--- config.mk ---
export PLATFORM = sky130hd
export DESIGN_NAME = core_ctrl_top
export DESIGN_NICKNAME = d
export VERILOG_FILES = /design/src/common/core_ctrl_pkg.sv /design/src/clint/clint_axi_port.sv /design/src/clint/clint_timer.sv /design/src/rtl/pipe_control.sv /design/src/rtl/core_ctrl_top.sv
export SDC_FILE = /design/constraint.sdc
export NUM_CORES = 1
export LEC_CHECK = 0
export ABC_AREA = 0
export BUFFER_PORTS_ARGS = -buffer_cell sky130_fd_sc_hd__buf_2
export CAP_MARGIN = 20
export CORE_ASPECT_RATIO = 0.6
export CORE_MARGIN = 4
export CORE_UTILIZATION = 40
export CTS_BUF_LIST = sky130_fd_sc_hd__clkbuf_16
export DETAILED_ROUTE_END_ITERATION = 8
export GPL_ROUTABILITY_DRIVEN = 0
export PLACE_DENSITY = 0.72
export SETUP_SLACK_MARGIN = 0.5
export SLEW_MARGIN = 20
export SYNTH_ARGS = -nofsm -noshare
export SYNTH_HDL_FRONTEND = slang
export SYNTH_SLANG_ARGS = --single-unit
--- constraint.sdc ---
create_clock -name clk_in -period 5.45 [get_ports clk_in]
set_clock_uncertainty 0.05 [all_clocks]
set_input_delay 0.545 -clock clk_in [delete_from_list [all_inputs] [get_ports clk_in]]
set_output_delay 0.545 -clock clk_in [all_outputs]
set_load 0.01 [all_outputs]
--- src/common/core_ctrl_pkg.sv ---
// -------------------------------------------------
// Core control package
// Widths, CLINT register map, reset values and AXI response codes
// -------------------------------------------------
package core_ctrl_pkg;

   // -------------------------------------------------
   // Widths with a meaning
   // -------------------------------------------------
   typedef logic [31:0] reg_t;                        // Register or data word
   typedef logic [63:0] dword_t;                      // mtime and mtimecmp
   typedef logic [31:0] pc_t;                         // Program counter address
   typedef logic [15:0] mmr_addr_t;                   // Offset inside the CLINT window
   typedef logic [3:0]  strb_t;                       // Byte lane enables

   // -------------------------------------------------
   // CLINT register map
   // -------------------------------------------------
   // Software interrupt pending, only bit 0 is real
   localparam mmr_addr_t MSIP_OFS        = 16'h0000;

   // Timer compare, two 32 bit halves
   localparam mmr_addr_t MTIMECMP_LO_OFS = 16'h4000;
   localparam mmr_addr_t MTIMECMP_HI_OFS = 16'h4004;

   // Free running timer, two 32 bit halves
   localparam mmr_addr_t MTIME_LO_OFS    = 16'hBFF8;
   localparam mmr_addr_t MTIME_HI_OFS    = 16'hBFFC;

   // -------------------------------------------------
   // Reset values
   // -------------------------------------------------
   // All ones keeps the timer interrupt quiet after reset
   localparam dword_t    MTIMECMP_RST    = 64'hFFFF_FFFF_FFFF_FFFF;

   // -------------------------------------------------
   // AXI responses
   // -------------------------------------------------
   localparam logic [1:0] RESP_OKAY      = 2'b00;    // Mapped offset
   localparam logic [1:0] RESP_SLVERR    = 2'b10;    // Unmapped offset

endpackage

--- src/clint/clint_axi_port.sv ---
`timescale 1ns/100ps
// -------------------------------------------------
// CLINT AXI4-Lite slave port
// Channel handshakes, offset decode into write selects, registered read mux
// -------------------------------------------------
module clint_axi_port
(
   input  logic                     clk_in,
   input  logic                     arst_n,

   // Write address and data channels
   input  logic                     awvalid,
   output logic                     awready,
   input  core_ctrl_pkg::mmr_addr_t awaddr,
   input  logic                     wvalid,
   output logic                     wready,
   input  core_ctrl_pkg::reg_t      wdata,
   input  core_ctrl_pkg::strb_t     wstrb,

   // Write response channel
   output logic                     bvalid,
   input  logic                     bready,
   output logic [1:0]               bresp,

   // Read address and data channels
   input  logic                     arvalid,
   output logic                     arready,
   input  core_ctrl_pkg::mmr_addr_t araddr,
   output logic                     rvalid,
   input  logic                     rready,
   output core_ctrl_pkg::reg_t      rdata,
   output logic [1:0]               rresp,

   // Write selects towards the timer block
   output logic                     sel_msip,
   output logic                     sel_cmp_lo,
   output logic                     sel_cmp_hi,
   output logic                     sel_time_lo,
   output logic                     sel_time_hi,
   output core_ctrl_pkg::reg_t      wr_data,
   output core_ctrl_pkg::strb_t     wr_strb,

   // Register contents for reads
   input  core_ctrl_pkg::reg_t      msip_reg,
   input  core_ctrl_pkg::dword_t    mtime,
   input  core_ctrl_pkg::dword_t    mtimecmp
);
   import core_ctrl_pkg::*;

   typedef enum logic {WR_IDLE, WR_RESP} wr_state_t;
   typedef enum logic {RD_IDLE, RD_RESP} rd_state_t;

   wr_state_t wr_state;
   rd_state_t rd_state;
   logic      wr_go;                                  // AW and W accepted this cycle
   logic      rd_go;                                  // AR accepted this cycle
   logic      wr_hit;                                 // Write offset is mapped
   logic      rd_hit;                                 // Read offset is mapped
   reg_t      rd_mux;                                 // Read data before capture

   // -------------------------------------------------
   // Write channel
   // -------------------------------------------------
   // Both channels taken together, never while a response waits
   assign wr_go   = awvalid & wvalid & (wr_state == WR_IDLE);
   assign awready = wr_go;
   assign wready  = wr_go;
   assign bvalid  = (wr_state == WR_RESP);

   assign wr_data = wdata;                            // Merged by lane in the timer
   assign wr_strb = wstrb;

   always_comb
   begin
      wr_hit      = 1'b1;
      sel_msip    = 1'b0;
      sel_cmp_lo  = 1'b0;
      sel_cmp_hi  = 1'b0;
      sel_time_lo = 1'b0;
      sel_time_hi = 1'b0;
      case (awaddr)
         MSIP_OFS:        sel_msip    = wr_go;
         MTIMECMP_LO_OFS: sel_cmp_lo  = wr_go;
         MTIMECMP_HI_OFS: sel_cmp_hi  = wr_go;
         MTIME_LO_OFS:    sel_time_lo = wr_go;
         MTIME_HI_OFS:    sel_time_hi = wr_go;
         default:         wr_hit      = 1'b0;         // Dropped, SLVERR below
      endcase
   end

   always_ff @(posedge clk_in or negedge arst_n)
   begin
      if (!arst_n)
         wr_state <= WR_IDLE;
      else
      begin
         case (wr_state)
            WR_IDLE:
               if (wr_go)
                  wr_state <= WR_RESP;
            WR_RESP:
               if (bready)
                  wr_state <= WR_IDLE;
            default:
               wr_state <= WR_IDLE;
         endcase
      end
   end

   always_ff @(posedge clk_in)
   begin
      if (wr_go)
         bresp <= wr_hit ? RESP_OKAY : RESP_SLVERR;   // Held until bready
   end

   // -------------------------------------------------
   // Read channel
   // -------------------------------------------------
   assign arready = (rd_state == RD_IDLE);
   assign rd_go   = arvalid & arready;
   assign rvalid  = (rd_state == RD_RESP);

   always_comb
   begin
      rd_hit = 1'b1;
      case (araddr)
         MSIP_OFS:        rd_mux = msip_reg;
         MTIMECMP_LO_OFS: rd_mux = mtimecmp[31:0];
         MTIMECMP_HI_OFS: rd_mux = mtimecmp[63:32];
         MTIME_LO_OFS:    rd_mux = mtime[31:0];
         MTIME_HI_OFS:    rd_mux = mtime[63:32];
         default:
         begin
            rd_mux = '0;                              // Unmapped reads as zero
            rd_hit = 1'b0;
         end
      endcase
   end

   always_ff @(posedge clk_in or negedge arst_n)
   begin
      if (!arst_n)
         rd_state <= RD_IDLE;
      else
      begin
         case (rd_state)
            RD_IDLE:
               if (rd_go)
                  rd_state <= RD_RESP;
            RD_RESP:
               if (rready)
                  rd_state <= RD_IDLE;
            default:
               rd_state <= RD_IDLE;
         endcase
      end
   end

   // mtime is sampled on the AR handshake edge
   always_ff @(posedge clk_in)
   begin
      if (rd_go)
      begin
         rdata <= rd_mux;
         rresp <= rd_hit ? RESP_OKAY : RESP_SLVERR;
      end
   end

   // -------------------------------------------------
   // Checks
   // -------------------------------------------------
   // Stalled responses keep their payload
   a_resp_stable: assert property (@(posedge clk_in) disable iff (!arst_n)
      ((bvalid && !bready) |=> $stable(bresp)) and
      ((rvalid && !rready) |=> ($stable(rdata) && $stable(rresp))));

   // Timer sees at most one register written per cycle
   a_sel_onehot: assert property (@(posedge clk_in) disable iff (!arst_n)
      $onehot0({sel_msip, sel_cmp_lo, sel_cmp_hi, sel_time_lo, sel_time_hi}));

endmodule

--- src/clint/clint_timer.sv ---
`timescale 1ns/100ps
// -------------------------------------------------
// CLINT timer registers
// msip, mtime and mtimecmp with byte lane writes and interrupt outputs
// -------------------------------------------------
module clint_timer
(
   input  logic                  clk_in,
   input  logic                  arst_n,

   // Write selects from the AXI port
   input  logic                  sel_msip,
   input  logic                  sel_cmp_lo,
   input  logic                  sel_cmp_hi,
   input  logic                  sel_time_lo,
   input  logic                  sel_time_hi,
   input  core_ctrl_pkg::reg_t   wr_data,
   input  core_ctrl_pkg::strb_t  wr_strb,

   // Register contents
   output core_ctrl_pkg::reg_t   msip_reg,
   output core_ctrl_pkg::dword_t mtime,
   output core_ctrl_pkg::dword_t mtimecmp,

   // Interrupts
   output logic                  timer_irq,
   output logic                  sw_irq
);
   import core_ctrl_pkg::*;

   logic msip_bit;                                    // Only writable msip bit
   logic any_wr;                                      // mtime or mtimecmp touched

   // Replace the lanes whose strobe is set, keep the rest
   function automatic reg_t lane_merge(input reg_t cur, input reg_t wd, input strb_t strb);
      reg_t res;
      res = cur;
      for (int i = 0; i < 4; i++)
      begin
         if (strb[i])
            res[8*i +: 8] = wd[8*i +: 8];
      end
      return res;
   endfunction

   // -------------------------------------------------
   // Registers
   // -------------------------------------------------
   always_ff @(posedge clk_in or negedge arst_n)
   begin
      if (!arst_n)
         msip_bit <= 1'b0;
      else if (sel_msip && wr_strb[0])
         msip_bit <= wr_data[0];
   end

   always_ff @(posedge clk_in or negedge arst_n)
   begin
      if (!arst_n)
         mtimecmp <= MTIMECMP_RST;
      else if (sel_cmp_lo)
         mtimecmp[31:0]  <= lane_merge(mtimecmp[31:0], wr_data, wr_strb);
      else if (sel_cmp_hi)
         mtimecmp[63:32] <= lane_merge(mtimecmp[63:32], wr_data, wr_strb);
   end

   // Free running, a write loads instead of counting
   always_ff @(posedge clk_in or negedge arst_n)
   begin
      if (!arst_n)
         mtime <= '0;
      else if (sel_time_lo)
         mtime <= {mtime[63:32], lane_merge(mtime[31:0], wr_data, wr_strb)};
      else if (sel_time_hi)
         mtime <= {lane_merge(mtime[63:32], wr_data, wr_strb), mtime[31:0]};
      else
         mtime <= mtime + 64'd1;                      // Carry into hi half
   end

   assign msip_reg = {31'd0, msip_bit};               // Upper bits read as zero

   // -------------------------------------------------
   // Interrupts
   // -------------------------------------------------
   assign timer_irq = (mtime >= mtimecmp);            // Pending at or past compare
   assign sw_irq    = msip_bit;

   assign any_wr = sel_cmp_lo | sel_cmp_hi | sel_time_lo | sel_time_hi;

   // Without a write, the next compare follows from the counted mtime
   a_timer_irq: assert property (@(posedge clk_in) disable iff (!arst_n)
      !any_wr |=> (timer_irq == (($past(mtime) + 64'd1) >= $past(mtimecmp))));

endmodule

--- src/rtl/pipe_control.sv ---
`timescale 1ns/100ps
// -------------------------------------------------
// Pipeline control
// WFI halt and wake, flush and PC reload steering
// -------------------------------------------------
module pipe_control
(
   input  logic               clk_in,
   input  logic               arst_n,

   // Interrupt sources and sleep request
   input  logic               ext_irq,
   input  logic               timer_irq,
   input  logic               sw_irq,
   input  logic               wfi_req,

   // Reload requests from write-back and execute
   input  logic               wb_reload,
   input  logic               wb_ic_reload,
   input  core_ctrl_pkg::pc_t wb_reload_addr,
   input  logic               exe_reload,
   input  core_ctrl_pkg::pc_t exe_reload_addr,

   // Halt, flush and reload outputs
   output logic               cpu_halt,
   output logic               flush_dec,
   output logic               flush_exe,
   output logic               flush_mem,
   output logic               pc_reload,
   output logic               ic_reload,
   output core_ctrl_pkg::pc_t pc_reload_addr
);

   typedef enum logic {RUN, SLEEP} halt_state_t;

   halt_state_t halt_state;
   logic        irq_any;                              // Any wake source

   // -------------------------------------------------
   // Halt FSM
   // -------------------------------------------------
   assign irq_any = ext_irq | timer_irq | sw_irq;

   always_ff @(posedge clk_in or negedge arst_n)
   begin
      if (!arst_n)
         halt_state <= RUN;
      else
      begin
         case (halt_state)
            RUN:
               if (wfi_req && !irq_any)               // Pending interrupt beats WFI
                  halt_state <= SLEEP;
            SLEEP:
               if (irq_any)
                  halt_state <= RUN;
            default:
               halt_state <= RUN;
         endcase
      end
   end

   assign cpu_halt = (halt_state == SLEEP);

   // -------------------------------------------------
   // Reload steering
   // -------------------------------------------------
   // A branch miss from execute leaves the memory stage alone
   assign flush_dec = wb_reload | exe_reload;
   assign flush_exe = wb_reload | exe_reload;
   assign flush_mem = wb_reload;

   assign pc_reload = wb_reload | exe_reload;
   assign ic_reload = wb_ic_reload;                   // Store hit the I$ range

   // Write-back is older, so it wins
   assign pc_reload_addr = wb_reload ? wb_reload_addr : exe_reload_addr;

   // Reload targets come from the stages and must be word aligned
   a_rld_align: assert property (@(posedge clk_in) disable iff (!arst_n)
      pc_reload |-> (pc_reload_addr[1:0] == 2'b00));

endmodule

--- src/rtl/core_ctrl_top.sv ---
`timescale 1ns/100ps
// -------------------------------------------------
// Core control top
// CLINT behind AXI4-Lite plus halt and reload steering
// -------------------------------------------------
module core_ctrl_top
(
   input  logic                     clk_in,
   input  logic                     arst_n,

   // AXI4-Lite slave
   input  logic                     awvalid,
   output logic                     awready,
   input  core_ctrl_pkg::mmr_addr_t awaddr,
   input  logic                     wvalid,
   output logic                     wready,
   input  core_ctrl_pkg::reg_t      wdata,
   input  core_ctrl_pkg::strb_t     wstrb,
   output logic                     bvalid,
   input  logic                     bready,
   output logic [1:0]               bresp,
   input  logic                     arvalid,
   output logic                     arready,
   input  core_ctrl_pkg::mmr_addr_t araddr,
   output logic                     rvalid,
   input  logic                     rready,
   output core_ctrl_pkg::reg_t      rdata,
   output logic [1:0]               rresp,

   // Interrupts and sleep
   input  logic                     ext_irq,
   input  logic                     wfi_req,
   output logic                     timer_irq,
   output logic                     sw_irq,
   output logic                     cpu_halt,

   // Stage reload requests and steering
   input  logic                     wb_reload,
   input  logic                     wb_ic_reload,
   input  core_ctrl_pkg::pc_t       wb_reload_addr,
   input  logic                     exe_reload,
   input  core_ctrl_pkg::pc_t       exe_reload_addr,
   output logic                     flush_dec,
   output logic                     flush_exe,
   output logic                     flush_mem,
   output logic                     pc_reload,
   output logic                     ic_reload,
   output core_ctrl_pkg::pc_t       pc_reload_addr
);
   import core_ctrl_pkg::*;

   logic   sel_msip, sel_cmp_lo, sel_cmp_hi;          // One cycle write selects
   logic   sel_time_lo, sel_time_hi;
   reg_t   wr_data;
   strb_t  wr_strb;
   reg_t   msip_reg;
   dword_t mtime;
   dword_t mtimecmp;

   clint_axi_port u_axi_port
   (
      .clk_in(clk_in), .arst_n(arst_n),
      .awvalid(awvalid), .awready(awready), .awaddr(awaddr),
      .wvalid(wvalid), .wready(wready), .wdata(wdata), .wstrb(wstrb),
      .bvalid(bvalid), .bready(bready), .bresp(bresp),
      .arvalid(arvalid), .arready(arready), .araddr(araddr),
      .rvalid(rvalid), .rready(rready), .rdata(rdata), .rresp(rresp),
      .sel_msip(sel_msip), .sel_cmp_lo(sel_cmp_lo), .sel_cmp_hi(sel_cmp_hi),
      .sel_time_lo(sel_time_lo), .sel_time_hi(sel_time_hi),
      .wr_data(wr_data), .wr_strb(wr_strb),
      .msip_reg(msip_reg), .mtime(mtime), .mtimecmp(mtimecmp)
   );

   clint_timer u_timer
   (
      .clk_in(clk_in), .arst_n(arst_n),
      .sel_msip(sel_msip), .sel_cmp_lo(sel_cmp_lo), .sel_cmp_hi(sel_cmp_hi),
      .sel_time_lo(sel_time_lo), .sel_time_hi(sel_time_hi),
      .wr_data(wr_data), .wr_strb(wr_strb),
      .msip_reg(msip_reg), .mtime(mtime), .mtimecmp(mtimecmp),
      .timer_irq(timer_irq), .sw_irq(sw_irq)
   );

   pipe_control u_pipe_ctrl
   (
      .clk_in(clk_in), .arst_n(arst_n),
      .ext_irq(ext_irq), .timer_irq(timer_irq), .sw_irq(sw_irq), .wfi_req(wfi_req),
      .wb_reload(wb_reload), .wb_ic_reload(wb_ic_reload), .wb_reload_addr(wb_reload_addr),
      .exe_reload(exe_reload), .exe_reload_addr(exe_reload_addr),
      .cpu_halt(cpu_halt),
      .flush_dec(flush_dec), .flush_exe(flush_exe), .flush_mem(flush_mem),
      .pc_reload(pc_reload), .ic_reload(ic_reload), .pc_reload_addr(pc_reload_addr)
   );

endmodule

==> out/results.ini, run 1 <==
[die]
ios=225
placementRows=45
chipHeight_um=134
die-area_um2=29200
chipWidth_um=218
start_util_pct=41.3
core-area_um2=25700

[final_layout]
area_growth_pct=17.7
nets=1503
utilization_pct=48.6
antennaDiodeCount=0
layout-drive-gt1-share_pct=31.9
fin_cells=1659

[clock_tree]
cts_setup_buffers=0
clock_latency_ns=0.45
cts_hold_buf=0
cts_resized=0
numCtsBuffers=17
clkTransAtPathRegs_ns=0.06
cts-root-buf=clkbuf_16
clock_path_buffers=2
clock_sinks=166
cts_tree=built
cts-htree-levels=4

[global_route]
gr-total-overflow=0
antenna_found_initial=0
grt_util_all_layers_pct=23.9
grt_max_degree=86
grt_pass1_vias=9553
grt_first_pass_wirelength_mm=54.7

[yosys]
syn_area_per_cell_um2=9.65
synth_most_common_cell=nand2_1
postSynthCellCount=1098
synth_area_leaders=dfrtp_1 (16%), dfstp_2 (16%), edfxtp_1 (9.6%), mux2_2 (9.6%), ha_1 (7.7%)
syn_area_um2=10600
async_flop_share_pct=79.5
ys_seq_area_share_pct=41.6
yosysWarnings=0
synth_seq_cells=166
synth_ff_type=dfrtp_1
yosys.area.top_type_share_pct=16.1
yosysTopAreaCell=dfrtp_1
synth_commonest_cells=nand2_1 (110), nor2_1 (92), mux2_2 (90)
synth_edf_count=34
ys_types=67

[min_path]
hp-class=in2async

[routing]
drt_iter0_markers=1079
drc=0
top_layer=met5
wl_met3_mm=3.72
ant_nets=0
m1WireLength_mm=16.9
wl_per_cell_um=21.1
first_pass_iters=5
drt_wl_total_mm=35.0
route.vias.total=9817
routed-wl-met2_mm=13.7
avgViaCountPerCell=5.92

[placement]
io_buffer_count=220
dpl.hpwl_mm=26.4
placed_cells_incl_taps=1627

[critical_path]
worstSetupEndpointType=output pin
critPathKind=reg2out
path_max_fanout=3
critPathLaunchType=register
cp.required_ns=4.86
cp.arrival_ns=3.08

[pwr]
p_total_mw=2.68
power_density_nw_per_um2=215
power_leakage_nw=5.34
peakVddDrop_mv=0.169

[sta]
slew_viol_final=0
finalSetupViolCount=0
fmax_mhz=272
period_share_pct=67.4
fin_crit_ns=3.67
rsz0062_at_grt=false
hold_viol_final=0
final.setup.tns_ns=0
tightest_slew_ns=1.28
slew_headroom_pct=14.5

[outcome]
outcome=complete, no violations

[job]
drv_cap=0

==> logic make-up (layout without fill, tap and decap cells) <==
| logic type | after synthesis | after routing | synth area share (%) |
|---|---|---|---|
| other | 1 | 2 | 0.0354 |
| adders and majority gates | 65 | 65 | 7.68 |
| and+or+nand+nor | 387 | 387 | 18.2 |
| muxes | 123 | 123 | 12.7 |
| DFF | 166 | 166 | 41.6 |
| xor gates and xnor gates | 6 | 6 | 0.496 |
| buffers and inverters | 127 | 335 | 4.90 |
| AOI/OAI and AO/OA | 223 | 223 | 14.5 |
==> critical path: stages, from the launching register on <==
cell and delay, ns:
dfstp_2 0.54, inv_1 0.05, ha_1 0.29, a21oi_1 0.12
o21ai_0 0.32, a221o_1 0.47, a221o_1 0.38, a21oi_1 0.24
nand2b_1 0.08, buf_2 0.15
==> cells in the final DEF (no fill, tap or decap), types with 3 or more instances in the layout <==
cell type / n
a21oi_1: 53
buf_2: 218
or4_1: 5
a21o_1: 4
o311ai_0: 9
dfstp_2: 64
nand3_1: 47
a221o_1: 35
clkinv_1: 6
nor2b_1: 3
o22ai_1: 4
buf_4: 9
ha_1: 65
o211ai_1: 15
and2_1: 10
a311oi_1: 6
o221a_2: 3
edfxtp_1: 34
mux2_2: 90
nor2_1: 91
nand2_1: 110
and4_1: 9
or3_1: 4
clkinv_2: 3
nor4_1: 10
and3_1: 19
mux2i_1: 33
xnor2_1: 4
a211o_1: 4
a31oi_1: 5
nor3_1: 24
o21ai_0: 51
inv_1: 81
nand2b_1: 3
dfrtp_1: 68
nand4_1: 34
a211oi_1: 18
clkbuf_16: 17
==> where the power goes <==
group	switching [mW]	total, mW	internal [mW]
sequential	0.0353	1.34	1.30
clock	0.493	1.05	0.558
combinational	0.169	0.294	0.125
==> final timing paths <==
path / start / end / slack, ns / cells past startpoint
setup / recovery: u_timer.mtimecmp[35] / timer_irq / 1.78 / 9
hold / removal: arst_n / u_timer.mtime[10] / 0.13 / 1
setup reg to reg: u_timer.mtime[1] / u_timer.mtime[26] / 1.95 / 7
hold reg to reg: u_timer.mtimecmp[25] / u_timer.mtimecmp[25] / 0.45 / 2
max in group asynchronous: arst_n / u_axi_port.bvalid / 4.03 / 2
min in group clk_in: rready / u_axi_port.rvalid / 0.22 / 2
==> flip-flops by register name (all words and copies together), names as in the netlist <==
register	count
u_axi_port.rresp	1
u_axi_port.bvalid	1
u_pipe_ctrl.cpu_halt	1
u_timer.sw_irq	1
u_axi_port.bresp	1
u_timer.mtime	64
u_axi_port.rdata	32
u_axi_port.rvalid	1
u_timer.mtimecmp	64
==> final cells by class <==
cell class | instances | area [um^2]
tap | 352 | 440
clock buffer | 17 | 425
timing repair buffer | 228 | 1170
clock inverter | 15 | 60.1
inverter | 75 | 282
multi-input combinational | 806 | 5680
sequential | 166 | 4400
fill | 2419 | 13200
==> layer usage <==
metal / up-vias / track usage, %
met1: 4789 / 36.9
li1: 4481 / -
met5: - / 3.33
met2: 499 / 32.7
met4: 2 / 5.44
met3: 46 / 6.66
==> through the flow <==
step | setup WS, ns | hold slack [ns] | instance area [um^2]
2_1_floorplan | 2.91 | 0.199 | 10600
3_3_place_gp | 2.01 | 0.432 | 12000
3_5_place_dp | 1.83 | 0.450 | 12000
4_1_cts | 1.78 | 0.152 | 12500
5_1_grt | 1.58 | 0.177 | 12500
6_report | 1.78 | 0.130 | 12500
Power figures use the tool's default switching activity.
==> run 2, diff against run 1 <==
- PLACE_DENSITY: 0.72 -> 0.74
- clock period: 5.45 -> 3.1 ns (I/O delays scaled with it)
==> out/results.ini, run 2 (synthesized netlist as in run 1, its figures left out) <==
[global_route]
grt_util_all_layers_pct=24.3  ; +0.36 points
grt_max_degree=59  ; -31%
gr-total-overflow=0  ; unchanged
antenna_found_initial=2  ; +2
grt_pass1_vias=9646  ; +0.97%
grt_first_pass_wirelength_mm=55.4  ; +1.4%

[routing]
drt_iter0_markers=1336  ; +24%
avgViaCountPerCell=6.01  ; +1.6%
drc=0  ; unchanged
drt_wl_total_mm=36.4  ; +4.1%
route.vias.total=10300  ; +4.6%
ant_nets=0  ; unchanged
first_pass_iters=7  ; +2
wl_per_cell_um=21.3  ; +1.2%

[sta]
rsz0062_at_grt=true
fmax_mhz=322
setup_slack_ns=-0.00603  ; -1.78 ns
fin_crit_ns=3.11
final.setup.tns_ns=-0.00603  ; -0.00603 ns
tightest_slew_ns=0.723  ; -0.552 ns
period_share_pct=100
finalSetupViolCount=1  ; +1
slew_viol_final=0  ; unchanged
slew_headroom_pct=51.4  ; +37 points
hold_viol_final=0  ; unchanged

[final_layout]
final_common_cell=buf_2
reg_top3=u_timer.mtime: 64 flops, u_timer.mtimecmp: 64 flops, u_axi_port.rdata: 32 flops
layout-drive-gt1-share_pct=38.6  ; +6.7 points
final_cell_mix=buf_2 (218), nand2_1 (107), mux2_2 (90), nor2_1 (88), inv_1 (76)
nets=1551  ; +3.2%
area_growth_pct=24.6
n_fill_cell=2341  ; -3.2%
multi_input_area_um2=6000  ; +5.5%
seq_area_um2=4420  ; +0.26%

[outcome]
outcome=complete, but fails checks
violations=negative setup slack

[pwr]
p_total_mw=4.84  ; +80%
power_density_nw_per_um2=367  ; +70%
power_leakage_nw=5.64  ; +5.5%
peakVddDrop_mv=0.276  ; +64%

[critical_path]
crit_start=u_timer.mtime[59]
rrSetupSlack_ns=0.44  ; -1.51 ns
rr_worst_depth=9  ; +2
critPathLaunchType=register
cp_cell_sequence=ha_4 > nand4_1 > or3_4 > nor3_1 > a21oi_2 > nand2b_4 > buf_6
cp.required_ns=2.74  ; -2.12 ns
worstSetupEndpointType=output pin
worst_path_max_delay_cell=dfrtp_1
r2r-end=u_pipe_ctrl.cpu_halt
cpPeakStageDelay_ns=0.51  ; -0.03 ns
critPathKind=reg2out
cp.arrival_ns=2.75  ; -0.33 ns
r2r-start=u_timer.mtime[59]
path_max_fanout=9  ; +6

[die]
core-area_um2=25700  ; unchanged
start_util_pct=41.3  ; unchanged
placementRows=45  ; unchanged
ios=225  ; unchanged
die-area_um2=29200  ; unchanged
chipWidth_um=218  ; unchanged
chipHeight_um=134  ; unchanged

[clock_tree]
cts-htree-levels=4  ; unchanged
numCtsBuffers=17  ; unchanged
clkTransAtPathRegs_ns=0.06  ; about the same
clock_latency_ns=0.46  ; about the same
clock_path_buffers=2  ; unchanged
cts-root-buf=clkbuf_16
cts_tree=built
clock_sinks=166  ; unchanged

[placement]
io_buffer_count=220  ; unchanged
dpl.hpwl_mm=27.4  ; +3.8%

[job]
drv_cap=0  ; unchanged

[min_path]
hold_end=u_timer.mtimecmp[57]
whs_path_depth=3
hp-start=wdata[25]
hp-class=in2reg

run 2: cell count changes in the layout (fill, tap and decap cells not counted), moves of 4 or more:
cell	delta
ha_4	+10
inv_1	-5
inv_2	+6
o21ai_0	-5
a21oi_2	+7
a21oi_1	-7
dfrtp_1	-9
ha_1	-11
dfrtp_2	+9
nor3_1	-4
buf_4	+41
run 2: repair_timing:
action / 4_1_cts / 5_1_grt
gates resized for setup: 33 / 47
hold buffers: 3 / 0
setup buffers: 8 / 7
pin swaps: 15 / 20
endpoints found under the hold margin: 24 / 0
setup endpoints to repair: 16 / 36
cloned: 0 / 1
run 2: metal layers:
layer / GRT usage (%) / up-vias / wire length (um)
met5: 0 / - / 0
met4: 5.65 / 0 / 631
met3: 9.03 / 59 / 4530
met2: 32.2 / 582 / 14500
met1: 37.1 / 5057 / 16800
li1: - / 4572 / -
run 2: cell type report:
cell class / count / area share [%]
multi-input cells: 807 / 45.5
diodes: 1 / 0.0190
inverters: 75 / 2.13
clock inverters: 15 / 0.635
clock buffers: 17 / 3.22
flip-flops and latches: 166 / 33.5
repair buffers: 275 / 11.7
well taps: 352 / 3.34
run 2: worst max-delay path: cells and delay by family (launching register included):
| family | cells | cell delay, ns |
|---|---|---|
| AO/OA/AOI/OAI | 1 | 0.14 |
| adder cells (fa/ha/maj) | 1 | 0.34 |
| AND/OR/NAND/NOR | 4 | 1.20 |
| flip-flops | 1 | 0.51 |
| buffers and inverters | 1 | 0.10 |
run 2: report_power, final:
group	internal, mW	switching [mW]
clock network	1.06	0.882
logic	0.233	0.310
registers	2.29	0.0604
run 2: how the worst max path moves through the flow:
stage,endpoint,slack [ns],depth (start not counted)
final,timer_irq,-0.006,7
after global routing,timer_irq,-0.05,10
after CTS,timer_irq,0.0007,10
after detailed placement,u_timer.mtime[54],0.22,8
after global placement,timer_irq,0.32,10
after floorplan,u_timer.mtime[54],0.64,9
run 2: per-stage QoR:
| step | hold WS [ns] | setup slack, ns | area (um^2) | cells | utilization, % |
|---|---|---|---|---|---|
| after floorplan | -0.0356 | 0.636 | 10600 | 1099 | - |
| after global routing | 0.0311 | -0.0452 | 13200 | 1708 | 51.4 |
| after detailed placement | 0.282 | 0.219 | 12200 | 1656 | 47.5 |
| after CTS | 0.0190 | 0.000717 | 12900 | 1699 | 50.4 |
| after global placement | 0.275 | 0.317 | 12200 | 1656 | 47.5 |
| final | 0.0321 | -0.00603 | 13200 | 1708 | 51.4 |
==> run 3, diff against run 2 <==
- PLACE_DENSITY: 0.74 -> 0.72
- clock period: 3.1 -> 3.33 ns (I/O delays scaled with it)
==> out/results.ini, run 3 (synthesized netlist as in run 1, its figures left out) <==
[sta]
period_share_pct=94.0
rsz0062_at_grt=true
fin_crit_ns=3.13
hold_slack_ns=0.0635  ; +0.0314 ns
tightest_slew_ns=0.738  ; +0.0147 ns
slew_viol_final=0  ; unchanged
slew_headroom_pct=50.8  ; -0.61 points
fmax_mhz=320
setup_slack_ns=0.201  ; +0.207 ns
final.setup.tns_ns=0  ; +0.00603 ns
finalSetupViolCount=0  ; -1
hold_viol_final=0  ; unchanged

[clock_tree]
clock_sinks=166  ; unchanged
cts_tree=built
clock_path_buffers=2  ; unchanged
clkTransAtPathRegs_ns=0.06  ; about the same
clock_latency_ns=0.45  ; about the same
numCtsBuffers=17  ; unchanged
cts-root-buf=clkbuf_16
cts-htree-levels=4  ; unchanged

[die]
placementRows=45  ; unchanged
chipWidth_um=218  ; unchanged
start_util_pct=41.3  ; unchanged
die-area_um2=29200  ; unchanged
chipHeight_um=134  ; unchanged
ios=225  ; unchanged
core-area_um2=25700  ; unchanged

[min_path]
hp-class=in2reg

[pwr]
power_leakage_nw=5.60  ; -0.74%
p_total_mw=4.83  ; -0.22%
power_density_nw_per_um2=366  ; -0.32%
peakVddDrop_mv=0.271  ; -1.5%

[routing]
drt_wl_total_mm=35.6  ; -2.3%
drc=0  ; unchanged
route.vias.total=9994  ; -2.7%
m1WireLength_mm=16.4  ; -2.5%
drt_iter0_markers=1250  ; -6.4%
first_pass_iters=6  ; -1
top_layer=met5
wl_met3_mm=4.43  ; -2.4%
routed-wl-met2_mm=14.1  ; -3.0%
ant_nets=0  ; unchanged
avgViaCountPerCell=5.88  ; -2.2%
wl_per_cell_um=20.9  ; -1.8%

[job]
drv_cap=0  ; unchanged

[critical_path]
path_max_fanout=2  ; -7
critPathLaunchType=register
cp.arrival_ns=2.75  ; about the same
cpPeakStageDelay_ns=0.54  ; +0.03 ns
worstSetupEndpointType=output pin
worst_path_max_delay_cell=dfstp_2
critPathKind=reg2out
cp.required_ns=2.95  ; +0.21 ns
cp_cell_sequence=inv_2 > ha_4 > nand4_1 > buf_4 > or3_1 > nor3_1 > a21oi_2 > nand2b_4 > buf_6

[placement]
dpl.hpwl_mm=26.9  ; -2.0%
io_buffer_count=220  ; unchanged
placed_cells_incl_taps=1649  ; -0.42%
post-place-ws_ns=0.481  ; +0.263 ns
dpl-instance-area_um2=12200  ; -0.43%

[final_layout]
reg_top3=u_timer.mtime: 64 flops, u_timer.mtimecmp: 64 flops, u_axi_port.rdata: 32 flops
final_common_cell=buf_2
fin_area_um2=13200  ; about the same
utilization_pct=51.5  ; about the same
layout-drive-gt1-share_pct=37.3  ; -1.3 points
area_growth_pct=24.7  ; about the same
fin_cells=1699  ; -0.53%
final_cell_mix=buf_2 (218), nand2_1 (108), nor2_1 (90), mux2_2 (90), inv_1 (72)
nets=1540  ; -0.71%

[global_route]
grt_first_pass_wirelength_mm=54.8  ; -1.2%
grt_pass1_vias=9523  ; -1.3%
grt_max_degree=74  ; +25%
grt_util_all_layers_pct=24.0  ; -0.28 points
antenna_found_initial=3  ; +1
gr-total-overflow=0  ; unchanged

[outcome]
outcome=complete, no violations

==> run 3: cell count changes in the layout (fill, tap and decap cells not counted), sizes merged, moves of 2 or more <==
cell    change
diode       +2
bufinv      +3
buf        -10
inv         -6
==> run 3: report_power, final <==
part	internal, mW	switching (mW)	total, mW
Sequential	2.13	0.0573	2.19
Combinational	0.211	0.280	0.490
Clock	1.29	0.860	2.15
Total	3.63	1.20	4.83
==> run 3: final timing paths <==
kind                                 startpoint                   end  slack [ns]  cells past startpoint
min in group asynchronous                arst_n     u_timer.mtime[14]        0.46                      2
hold / removal                        wdata[25]  u_timer.mtimecmp[57]        0.06                      3
max in group asynchronous                arst_n   u_timer.mtimecmp[4]        1.92                      3
setup / recovery           u_timer.mtimecmp[59]             timer_irq        0.20                      9
hold reg to reg            u_timer.mtimecmp[25]  u_timer.mtimecmp[25]        0.45                      2
setup reg to reg               u_timer.mtime[2]     u_timer.mtime[49]        0.52                      7
==> run 3: worst max-delay path, delay by kind of cell, from the launching register on <==
kind	cells	cell delay [ns]
adder cells (fa/ha/maj)	1	0.27
AND/OR/NAND/NOR	4	0.99
buffers and inverters	3	0.34
AO/OA/AOI/OAI	1	0.14
flip-flops	1	0.54
==> run 3: routing by layer <==
metal / GRT usage (%) / up-vias
met5: 0 / -
met4: 6.52 / 4
met3: 9.53 / 65
met2: 31.4 / 542
met1: 36.2 / 4825
li1: - / 4558
==> run 3: repair_timing <==
item / in CTS / in global routing
buffers inserted: 7 / 5
hold buffers: 3 / 0
hold endpoints to repair: 30 / 0
cloned: 0 / 0
pin swaps: 17 / 15
resized for setup: 31 / 21
endpoints found under the setup margin: 2 / 10
==> run 3: layout make-up <==
class | instances | area (um^2)
fill | 2347 | 12500
multi-input combinational | 806 | 5980
sequential | 166 | 4410
timing repair buffer | 265 | 1470
clock buffer | 18 | 450
tap | 352 | 440
inverter | 75 | 282
clock inverter | 14 | 179
antenna | 3 | 7.51
